<file path="src/hw/accel_pkg.sv">
// ######################################
// accelerator control types
// ######################################
package accel_pkg;

	typedef enum logic [2:0] {
		OP_CONV     = 3'd1,
		OP_ADD      = 3'd2,
		OP_POOL     = 3'd3,
		OP_UPSAMPLE = 3'd4
	} op_e;

	typedef logic [7:0] patch_cnt_t; // legal range 1..255
	typedef logic [1:0] wchange_t;

	localparam wchange_t WCHG_IDLE    = 2'd0;
	localparam wchange_t WCHG_WEIGHTS = 2'd1;
	localparam wchange_t WCHG_FULL    = 2'd3; // weights and bias

	typedef struct packed {
		op_e        order;
		patch_cnt_t in_patches;
		patch_cnt_t out_patches;
	} accel_cmd_t;

	typedef struct packed {
		logic     load_feature;
		logic     compute_begin;
		logic     return_req;
		logic     refresh_return;
		logic     free_read_addr;
		wchange_t change_weights;
		logic     direct_out; // level signal
	} ctrl_strobe_t;

	typedef struct packed {
		logic conv;
		logic add;
		logic pool;
		logic upsample;
	} path_sel_t;

	typedef enum logic [2:0] {
		TASK_IDLE, TASK_WAIT_ORDER, TASK_WAIT_CONV, TASK_WAIT_ADD, TASK_WAIT_SINGLE
	} task_state_e;

	typedef enum logic [2:0] {
		CONV_IDLE, CONV_CHANGE, CONV_WAIT_WEIGHTS, CONV_WAIT_COMPUTE,
		CONV_CHECK_IN, CONV_WAIT_RETURN, CONV_CHECK_OUT, CONV_DONE
	} conv_state_e;

	typedef enum logic [1:0] {
		ADD_IDLE, ADD_WAIT_COMPUTE, ADD_WAIT_RETURN, ADD_DONE
	} add_state_e;

	typedef enum logic [2:0] {
		SINGLE_IDLE, SINGLE_LOAD, SINGLE_WAIT_COMPUTE, SINGLE_WAIT_RETURN,
		SINGLE_CHECK, SINGLE_DONE
	} single_state_e;

endpackage
</file>
<file path="src/hw/accel_control.sv">
// ######################################
// accelerator control top
// ######################################
`timescale 1ns/1ps

module accel_control (
	input  logic                    system_clk,
	input  logic                    rst_n,
	input  logic                    task_start,
	input  logic                    task_finish,
	input  logic                    calculate_start,
	input  accel_pkg::accel_cmd_t   cmd,
	input  logic                    weights_ready,
	input  logic                    compute_finish,
	input  logic                    return_finish,
	output accel_pkg::ctrl_strobe_t ctrl,
	output accel_pkg::path_sel_t    path_sel,
	output logic                    buffer_done,
	output logic                    idle
);

	logic                    conv_go, add_go, single_go;
	logic                    conv_done, add_done, single_done;
	logic                    conv_wait, add_wait, single_wait;
	accel_pkg::accel_cmd_t   cmd_latched;
	accel_pkg::ctrl_strobe_t conv_strobes, add_strobes, single_strobes;

	layer_dispatch u_dispatch (
		.system_clk      (system_clk),
		.rst_n           (rst_n),
		.task_start      (task_start),
		.task_finish     (task_finish),
		.calculate_start (calculate_start),
		.cmd             (cmd),
		.conv_done       (conv_done),
		.add_done        (add_done),
		.single_done     (single_done),
		.conv_go         (conv_go),
		.add_go          (add_go),
		.single_go       (single_go),
		.cmd_latched     (cmd_latched),
		.path_sel        (path_sel),
		.idle            (idle)
	);

	conv_sequencer u_conv (
		.system_clk     (system_clk),
		.rst_n          (rst_n),
		.go             (conv_go),
		.in_patches     (cmd_latched.in_patches),
		.out_patches    (cmd_latched.out_patches),
		.weights_ready  (weights_ready),
		.compute_finish (compute_finish),
		.return_finish  (return_finish),
		.strobes        (conv_strobes),
		.wait_return    (conv_wait),
		.done           (conv_done)
	);

	add_sequencer u_add (
		.system_clk     (system_clk),
		.rst_n          (rst_n),
		.go             (add_go),
		.compute_finish (compute_finish),
		.return_finish  (return_finish),
		.strobes        (add_strobes),
		.wait_return    (add_wait),
		.done           (add_done)
	);

	single_op_sequencer u_single (
		.system_clk     (system_clk),
		.rst_n          (rst_n),
		.go             (single_go),
		.in_patches     (cmd_latched.in_patches),
		.compute_finish (compute_finish),
		.return_finish  (return_finish),
		.strobes        (single_strobes),
		.wait_return    (single_wait),
		.done           (single_done)
	);

	// only one sequencer busy at a time
	assign ctrl        = accel_pkg::ctrl_strobe_t'(conv_strobes | add_strobes | single_strobes);
	assign buffer_done = conv_wait | add_wait | single_wait;

endmodule

</file>
<file path="src/hw/single_op_sequencer.sv">
// ######################################
// pool / upsample sequencer
// ######################################
`timescale 1ns/1ps

module single_op_sequencer (
	input  logic                    system_clk,
	input  logic                    rst_n,
	input  logic                    go,
	input  accel_pkg::patch_cnt_t   in_patches,
	input  logic                    compute_finish,
	input  logic                    return_finish,
	output accel_pkg::ctrl_strobe_t strobes,
	output logic                    wait_return,
	output logic                    done
);

	accel_pkg::single_state_e state;
	accel_pkg::patch_cnt_t    patch_cnt;
	logic                     load_q;
	logic                     refresh_q;

	always_ff @(posedge system_clk or negedge rst_n) begin
		if (!rst_n) begin
			state     <= accel_pkg::SINGLE_IDLE;
			patch_cnt <= '0;
			load_q    <= 1'b0;
			refresh_q <= 1'b0;
		end else begin
			load_q    <= (state == accel_pkg::SINGLE_LOAD);
			refresh_q <= (state == accel_pkg::SINGLE_LOAD) && (patch_cnt == '0); // first patch
			case (state)
				accel_pkg::SINGLE_IDLE: if (go) state <= accel_pkg::SINGLE_LOAD;
				accel_pkg::SINGLE_LOAD: state <= accel_pkg::SINGLE_WAIT_COMPUTE;
				accel_pkg::SINGLE_WAIT_COMPUTE: begin
					if (compute_finish)
						state <= accel_pkg::SINGLE_WAIT_RETURN;
				end
				accel_pkg::SINGLE_WAIT_RETURN: begin
					if (return_finish) begin
						patch_cnt <= patch_cnt + 8'd1;
						state     <= accel_pkg::SINGLE_CHECK;
					end
				end
				accel_pkg::SINGLE_CHECK: begin
					if (patch_cnt == in_patches)
						state <= accel_pkg::SINGLE_DONE;
					else
						state <= accel_pkg::SINGLE_LOAD;
				end
				accel_pkg::SINGLE_DONE: begin
					patch_cnt <= '0;
					state     <= accel_pkg::SINGLE_IDLE;
				end
				default: state <= accel_pkg::SINGLE_IDLE;
			endcase
		end
	end

	always_comb begin
		strobes                = '0;
		strobes.load_feature   = load_q;
		strobes.compute_begin  = load_q;
		strobes.return_req     = load_q;
		strobes.refresh_return = refresh_q;
		strobes.free_read_addr = (state == accel_pkg::SINGLE_DONE);
	end

	assign wait_return = (state == accel_pkg::SINGLE_WAIT_RETURN);
	assign done        = (state == accel_pkg::SINGLE_DONE);

endmodule

</file>
<file path="src/hw/add_sequencer.sv">
// ######################################
// element-wise add sequencer
// ######################################
`timescale 1ns/1ps

module add_sequencer (
	input  logic                    system_clk,
	input  logic                    rst_n,
	input  logic                    go,
	input  logic                    compute_finish,
	input  logic                    return_finish,
	output accel_pkg::ctrl_strobe_t strobes,
	output logic                    wait_return,
	output logic                    done
);

	accel_pkg::add_state_e state;
	logic                  launch_q;

	always_ff @(posedge system_clk or negedge rst_n) begin
		if (!rst_n) begin
			state    <= accel_pkg::ADD_IDLE;
			launch_q <= 1'b0;
		end else begin
			launch_q <= (state == accel_pkg::ADD_IDLE) && go;
			case (state)
				accel_pkg::ADD_IDLE: if (go) state <= accel_pkg::ADD_WAIT_COMPUTE;
				accel_pkg::ADD_WAIT_COMPUTE: if (compute_finish) state <= accel_pkg::ADD_WAIT_RETURN;
				accel_pkg::ADD_WAIT_RETURN: if (return_finish) state <= accel_pkg::ADD_DONE;
				default: state <= accel_pkg::ADD_IDLE;
			endcase
		end
	end

	// single pass launches everything together
	always_comb begin
		strobes                = '0;
		strobes.load_feature   = launch_q;
		strobes.compute_begin  = launch_q;
		strobes.return_req     = launch_q;
		strobes.refresh_return = launch_q;
		strobes.free_read_addr = (state == accel_pkg::ADD_DONE);
	end

	assign wait_return = (state == accel_pkg::ADD_WAIT_RETURN);
	assign done        = (state == accel_pkg::ADD_DONE);

endmodule

</file>
<file path="src/hw/conv_sequencer.sv">
// ######################################
// convolution layer sequencer
// ######################################
`timescale 1ns/1ps

module conv_sequencer (
	input  logic                    system_clk,
	input  logic                    rst_n,
	input  logic                    go,
	input  accel_pkg::patch_cnt_t   in_patches,
	input  accel_pkg::patch_cnt_t   out_patches,
	input  logic                    weights_ready,
	input  logic                    compute_finish,
	input  logic                    return_finish,
	output accel_pkg::ctrl_strobe_t strobes,
	output logic                    wait_return,
	output logic                    done
);

	accel_pkg::conv_state_e state;
	accel_pkg::patch_cnt_t  in_cnt;
	accel_pkg::patch_cnt_t  out_cnt;
	logic                   last_round;
	logic                   in_complete;
	logic                   last_out;

	assign last_round  = (in_cnt == accel_pkg::patch_cnt_t'(in_patches - 8'd1));
	assign in_complete = (in_cnt == in_patches);
	assign last_out    = (out_cnt == accel_pkg::patch_cnt_t'(out_patches - 8'd1));

	always_ff @(posedge system_clk or negedge rst_n) begin
		if (!rst_n) begin
			state   <= accel_pkg::CONV_IDLE;
			in_cnt  <= '0;
			out_cnt <= '0;
		end else begin
			case (state)
				accel_pkg::CONV_IDLE: if (go) state <= accel_pkg::CONV_CHANGE;
				accel_pkg::CONV_CHANGE: state <= accel_pkg::CONV_WAIT_WEIGHTS;
				accel_pkg::CONV_WAIT_WEIGHTS: begin
					if (weights_ready)
						state <= accel_pkg::CONV_WAIT_COMPUTE;
				end
				accel_pkg::CONV_WAIT_COMPUTE: begin
					if (compute_finish) begin
						in_cnt <= in_cnt + 8'd1;
						state  <= accel_pkg::CONV_CHECK_IN;
					end
				end
				accel_pkg::CONV_CHECK_IN: begin
					state <= in_complete ? accel_pkg::CONV_WAIT_RETURN : accel_pkg::CONV_CHANGE;
				end
				accel_pkg::CONV_WAIT_RETURN: begin
					if (return_finish) begin
						in_cnt  <= '0;
						out_cnt <= out_cnt + 8'd1;
						state   <= accel_pkg::CONV_CHECK_OUT;
					end
				end
				accel_pkg::CONV_CHECK_OUT: begin
					if (out_cnt == out_patches)
						state <= accel_pkg::CONV_DONE;
					else
						state <= accel_pkg::CONV_CHANGE;
				end
				accel_pkg::CONV_DONE: begin
					out_cnt <= '0;
					state   <= accel_pkg::CONV_IDLE;
				end
				default: state <= accel_pkg::CONV_IDLE;
			endcase
		end
	end

	always_ff @(posedge system_clk or negedge rst_n) begin
		if (!rst_n) begin
			strobes <= '0;
		end else begin
			strobes.load_feature   <= 1'b0;
			strobes.compute_begin  <= 1'b0;
			strobes.return_req     <= 1'b0;
			strobes.refresh_return <= 1'b0;
			strobes.free_read_addr <= 1'b0;
			strobes.change_weights <= accel_pkg::WCHG_IDLE;
			if (state == accel_pkg::CONV_CHANGE) begin
				// first input patch also reloads bias
				strobes.change_weights <= (in_cnt == '0) ? accel_pkg::WCHG_FULL :
					accel_pkg::WCHG_WEIGHTS;
				strobes.load_feature   <= last_round;
				strobes.return_req     <= last_round;
				strobes.refresh_return <= last_round && (out_cnt == '0);
				strobes.direct_out     <= last_round; // held until next change
			end
			if (state == accel_pkg::CONV_WAIT_WEIGHTS && weights_ready)
				strobes.compute_begin <= 1'b1;
			if (state == accel_pkg::CONV_CHECK_IN && in_complete && last_out)
				strobes.free_read_addr <= 1'b1;
		end
	end

	assign wait_return = (state == accel_pkg::CONV_WAIT_RETURN);
	assign done        = (state == accel_pkg::CONV_DONE);

endmodule

</file>
<file path="src/hw/layer_dispatch.sv">
// ######################################
// task dispatcher
// ######################################
`timescale 1ns/1ps

module layer_dispatch (
	input  logic                    system_clk,
	input  logic                    rst_n,
	input  logic                    task_start,
	input  logic                    task_finish,
	input  logic                    calculate_start,
	input  accel_pkg::accel_cmd_t   cmd,
	input  logic                    conv_done,
	input  logic                    add_done,
	input  logic                    single_done,
	output logic                    conv_go,
	output logic                    add_go,
	output logic                    single_go,
	output accel_pkg::accel_cmd_t   cmd_latched,
	output accel_pkg::path_sel_t    path_sel,
	output logic                    idle
);

	accel_pkg::task_state_e state;
	logic                   order_valid;

	assign order_valid = cmd.order inside {accel_pkg::OP_CONV, accel_pkg::OP_ADD,
		accel_pkg::OP_POOL, accel_pkg::OP_UPSAMPLE};

	always_ff @(posedge system_clk or negedge rst_n) begin
		if (!rst_n) begin
			state     <= accel_pkg::TASK_IDLE;
			conv_go   <= 1'b0;
			add_go    <= 1'b0;
			single_go <= 1'b0;
		end else begin
			conv_go   <= 1'b0;
			add_go    <= 1'b0;
			single_go <= 1'b0;
			case (state)
				accel_pkg::TASK_IDLE: begin
					if (task_start)
						state <= accel_pkg::TASK_WAIT_ORDER;
				end
				accel_pkg::TASK_WAIT_ORDER: begin
					if (calculate_start) begin
						case (cmd.order)
							accel_pkg::OP_CONV: begin
								state   <= accel_pkg::TASK_WAIT_CONV;
								conv_go <= 1'b1;
							end
							accel_pkg::OP_ADD: begin
								state  <= accel_pkg::TASK_WAIT_ADD;
								add_go <= 1'b1;
							end
							accel_pkg::OP_POOL, accel_pkg::OP_UPSAMPLE: begin
								state     <= accel_pkg::TASK_WAIT_SINGLE;
								single_go <= 1'b1;
							end
							default: ; // unknown order dropped
						endcase
					end else if (task_finish) begin
						state <= accel_pkg::TASK_IDLE;
					end
				end
				accel_pkg::TASK_WAIT_CONV: if (conv_done) state <= accel_pkg::TASK_WAIT_ORDER;
				accel_pkg::TASK_WAIT_ADD: if (add_done) state <= accel_pkg::TASK_WAIT_ORDER;
				accel_pkg::TASK_WAIT_SINGLE: if (single_done) state <= accel_pkg::TASK_WAIT_ORDER;
				default: state <= accel_pkg::TASK_IDLE;
			endcase
		end
	end

	// command held for the whole layer
	always_ff @(posedge system_clk) begin
		if (state == accel_pkg::TASK_WAIT_ORDER && calculate_start && order_valid)
			cmd_latched <= cmd;
	end

	assign idle = (state == accel_pkg::TASK_IDLE) || (state == accel_pkg::TASK_WAIT_ORDER);

	always_comb begin
		path_sel      = '0;
		path_sel.conv = (state == accel_pkg::TASK_WAIT_CONV);
		path_sel.add  = (state == accel_pkg::TASK_WAIT_ADD);
		path_sel.pool = (state == accel_pkg::TASK_WAIT_SINGLE) &&
			(cmd_latched.order == accel_pkg::OP_POOL);
		path_sel.upsample = (state == accel_pkg::TASK_WAIT_SINGLE) &&
			(cmd_latched.order == accel_pkg::OP_UPSAMPLE);
	end

endmodule

</file>
<file path="config.mk">
export PLATFORM = sky130hd
export DESIGN_NAME = accel_control
export DESIGN_NICKNAME = d
export VERILOG_FILES = /design/src/hw/accel_pkg.sv /design/src/hw/accel_control.sv /design/src/hw/single_op_sequencer.sv /design/src/hw/add_sequencer.sv /design/src/hw/conv_sequencer.sv /design/src/hw/layer_dispatch.sv
export SDC_FILE = /design/constraint.sdc
export NUM_CORES = 1
export LEC_CHECK = 0
export ABC_CLOCK_PERIOD_IN_PS = 4800
export BUFFER_PORTS_ARGS = -buffer_cell sky130_fd_sc_hd__buf_4
export CAP_MARGIN = 5
export CORE_MARGIN = 4
export CORE_UTILIZATION = 55
export DETAILED_ROUTE_END_ITERATION = 10
export PLACE_DENSITY = 0.76
export SYNTH_ARGS = -nofsm -noshare
export SYNTH_HDL_FRONTEND = slang
export SYNTH_SLANG_ARGS = --single-unit
</file>
<file path="constraint.sdc">
create_clock -name system_clk -period 4.8 [get_ports system_clk]
set_input_delay 0.24 -clock system_clk [delete_from_list [all_inputs] [get_ports system_clk]]
set_output_delay 0.24 -clock system_clk [all_outputs]
set_load 0.01 [all_outputs]
</file>
==> impl_metrics.json <==
{
  "p_leak_nw": 1.89,
  "critPathArrivalTime_ns": 2.56,
  "syn-cell-area_um2": 3740,
  "hold_viol": 0,
  "cp_max_fo": 5,
  "finalPower_w": 0.00186,
  "vias_per_cell": 5.64,
  "die_area_um2": 8180,
  "endpoint": "u_conv.strobes[4]",
  "hold_buffers": 1,
  "h-tree-depth": 3,
  "ys.flop_type": "dfrtp_1",
  "worstSetupStartpointType": "register",
  "wl_um": 7480,
  "wl_per_cell_um": 15.5,
  "fin_util_pct": 65.4,
  "fillers": 533,
  "cts_tree": "yes",
  "cap_viol_max_count": 0,
  "slowest_stage": "or3b_2",
  "rows": 29,
  "top_level_ports": 41,
  "clk_pin_slew_ns": 0.07,
  "ctsLongestPathBuffers": 2,
  "ir_worst_vdd_v": 0.000261,
  "final-seq-area_um2": 1770,
  "path_cells": "inv_1, ha_1, or3b_2, nor4_1, o211ai_1, nor4_2, and3_1",
  "grt_max_degree": 49,
  "end_kind": "register",
  "dpl.hpwl_um": 5550,
  "nets": 440,
  "syn_to_final_growth_pct": 13.1,
  "num_antenna_cells": 0,
  "r2r_cells": 7,
  "path_buf_inv": 1,
  "grt_pass1_wl_um": 12600,
  "synth_edf_count": 19,
  "ys_ff_latch": 67,
  "vias": 2723,
  "drtPass1Iterations": 4,
  "antenna_left": 0,
  "syn-num-nets": 405,
  "layout-drive-gt1-share_pct": 16.5,
  "ctsResizeCount": 0,
  "power_density_nw_per_um2": 439,
  "clkLatencyLatePin_ns": 0.34,
  "max-slew-margin-rel_pct": 53.0,
  "path_delay_family": "simple AND/OR/NAND/NOR gates",
  "coreArea_um2": 6460,
  "cts_sinks": 67,
  "multi_input_area_um2": 1790,
  "rsz0062_at_grt": "no",
  "crit_path_max_incr_delay_ns": 0.49,
  "antenna_found_initial": 0,
  "fin_tns_setup_ns": 0,
  "r2r_end": "u_conv.strobes[4]",
  "synth-async-reset-ratio_pct": 71.6,
  "fmax_mhz": 438,
  "cp.depth": 7,
  "drt_iter0_markers": 158,
  "place_congestion": 0.904,
  "crit_type": "reg -> reg",
  "yosysWarningCount": 0,
  "synth_cell_types": 58,
  "critPathLaunch": "u_dispatch.cmd_latched[8]",
  "post-route-drc-count": 0,
  "cts_setup_buffers": 0,
  "r2r_slack_ns": 2.52,
  "critPathRequiredTime_ns": 5.08,
  "synthCells": 366,
  "grt_pass1_vias": 2686,
  "slew_viol_final": 0,
  "cts_root_buf": "clkbuf_8",
  "r2r-start": "u_dispatch.cmd_latched[8]",
  "die_y_um": 90.4,
  "min_period_ns": 2.28,
  "start_util_pct": 57.9,
  "fin_skew_ns": 0.00630,
  "die_w_um": 90.4,
  "grt-ovfl-total": 0,
  "gr-usage-all-layers_pct": 19.3,
  "setup_viol_count_final": 0,
  "fin_crit_sh_pct": 47.5,
  "cts_buffers": 9,
  "outcome": "finished clean",
  "tightest_slew_ns": 0.703,
  "port_buffers": 40,
  "synth_area_per_cell_um2": 10.2,
  "min_path_type": "in -> reg",
  "ys_seq_area_share_pct": 47.4
}
[synthesized netlist by cell type (all sizes together) (3+ instances only)]
cell / instances / area (um2)
nor2b: 6 / 37.5
xor2: 32 / 280
edfxtp: 19 / 571
dfrtp: 48 / 1200
a21oi: 12 / 60.1
nor4: 6 / 43.8
xnor2: 21 / 191
buf: 7 / 70.1
nor2: 34 / 128
nor3: 12 / 65.1
nand3: 11 / 55.1
nand4: 10 / 62.6
or4: 4 / 31.3
clkbuf: 11 / 42.5
and4: 3 / 26.3
o21ai: 13 / 65.1
inv: 17 / 63.8
nor3b: 5 / 37.5
ha: 12 / 150
nand2b: 3 / 18.8
and3: 9 / 56.3
nand4b: 3 / 26.3
nand2: 25 / 93.8
nor4b: 4 / 35.0
a221oi: 3 / 26.3
or3: 4 / 25.0
[final cells by class]
class                           count  share of cell area [%]
Clock buffer                       13                    3.52
Tap cell                           77                    2.28
Sequential cell                    67                    41.9
Timing Repair Buffer               42                    7.52
Multi-Input combinational cell    264                    42.4
Clock inverter                      3                   0.888
Inverter                           17                    1.51
[layer usage]
layer	wire length, um	part of all wire [%]	up-vias	track usage [%]
li1	-	-	1354	-
met1	3360	45	1298	24.5
met2	3650	49	63	31.7
met3	411	5.5	8	6.08
met5	0	0	-	0
met4	65	0.87	0	5.36
[placed cells by master (no fill, tap or decap), types with 3 or more instances in the layout]
master    instances
a21oi_1          12
a221oi_1          3
and3_1            9
and4_1            3
buf_4            41
clkbuf_1          3
clkbuf_8         10
dfrtp_1          48
edfxtp_1         19
ha_1             12
inv_1            17
nand2_1          25
nand2b_1          3
nand3_1          11
nand4_1          10
nand4b_1          3
nor2_1           34
nor2b_1           6
nor3_1           11
nor3b_1           5
nor4_1            5
nor4b_1           4
o21ai_0          13
or3_1             4
or4_1             3
xnor2_1          20
xor2_1           32
[state kept, by name (all words and copies together), names as in the netlist, 2 cells and up]
register / cells
u_single.patch_cnt: 8
u_dispatch.cmd_latched: 19
u_single.state: 3
u_conv.strobes: 7
u_dispatch.state: 3
u_conv.out_cnt: 8
u_conv.state: 3
u_conv.in_cnt: 8
u_add.state: 2
[through the flow]
stage / cell area [um2] / hold slack (ns) / cells / setup slack (ns)
detailed placement: 4030 / 0.294 / 466 / 2.54
CTS: 4230 / 0.0568 / 483 / 2.52
global placement: 4030 / 0.294 / 466 / 2.65
finish: 4230 / 0.0736 / 483 / 2.52
floorplan: 3740 / -0.0556 / 366 / 2.73
global route: 4230 / 0.0490 / 483 / 2.43
[worst min-delay path by stage]
stage | from | endpoint | slack [ns] | cells after the start
3_3_place_gp | rst_n | u_single.patch_cnt[6] | 0.29 | 1
2_1_floorplan | rst_n | u_add.launch_q | -0.06 | 0
4_1_cts | cmd[7] | u_dispatch.cmd_latched[7] | 0.06 | 1
6_report | cmd[4] | u_dispatch.cmd_latched[4] | 0.07 | 1
5_1_grt | cmd[1] | u_dispatch.cmd_latched[1] | 0.05 | 1
3_5_place_dp | rst_n | u_single.patch_cnt[5] | 0.29 | 1
[logic make-up after synthesis]
group | after synthesis | synth area share [%]
AOI/OAI and AO/OA | 45 | 7.80
xor gates and xnor gates | 53 | 12.6
adders and majority gates | 12 | 4.02
buffers and inverters | 35 | 4.72
DFF | 67 | 47.4
muxes | 3 | 0.870
and+or+nand+nor | 151 | 22.6
[report_power, final]
part / internal, W / leakage, nW / switching [W] / total, W
Clock: 0.000251 / 0.0927 / 0.000193 / 0.000444
Sequential: 0.000693 / 0.812 / 0.000166 / 0.000859
Combinational: 0.000279 / 0.985 / 0.000275 / 0.000554
Total: 0.00122 / 1.89 / 0.000634 / 0.00186
No activity file was read; power rests on OpenSTA's default activity.
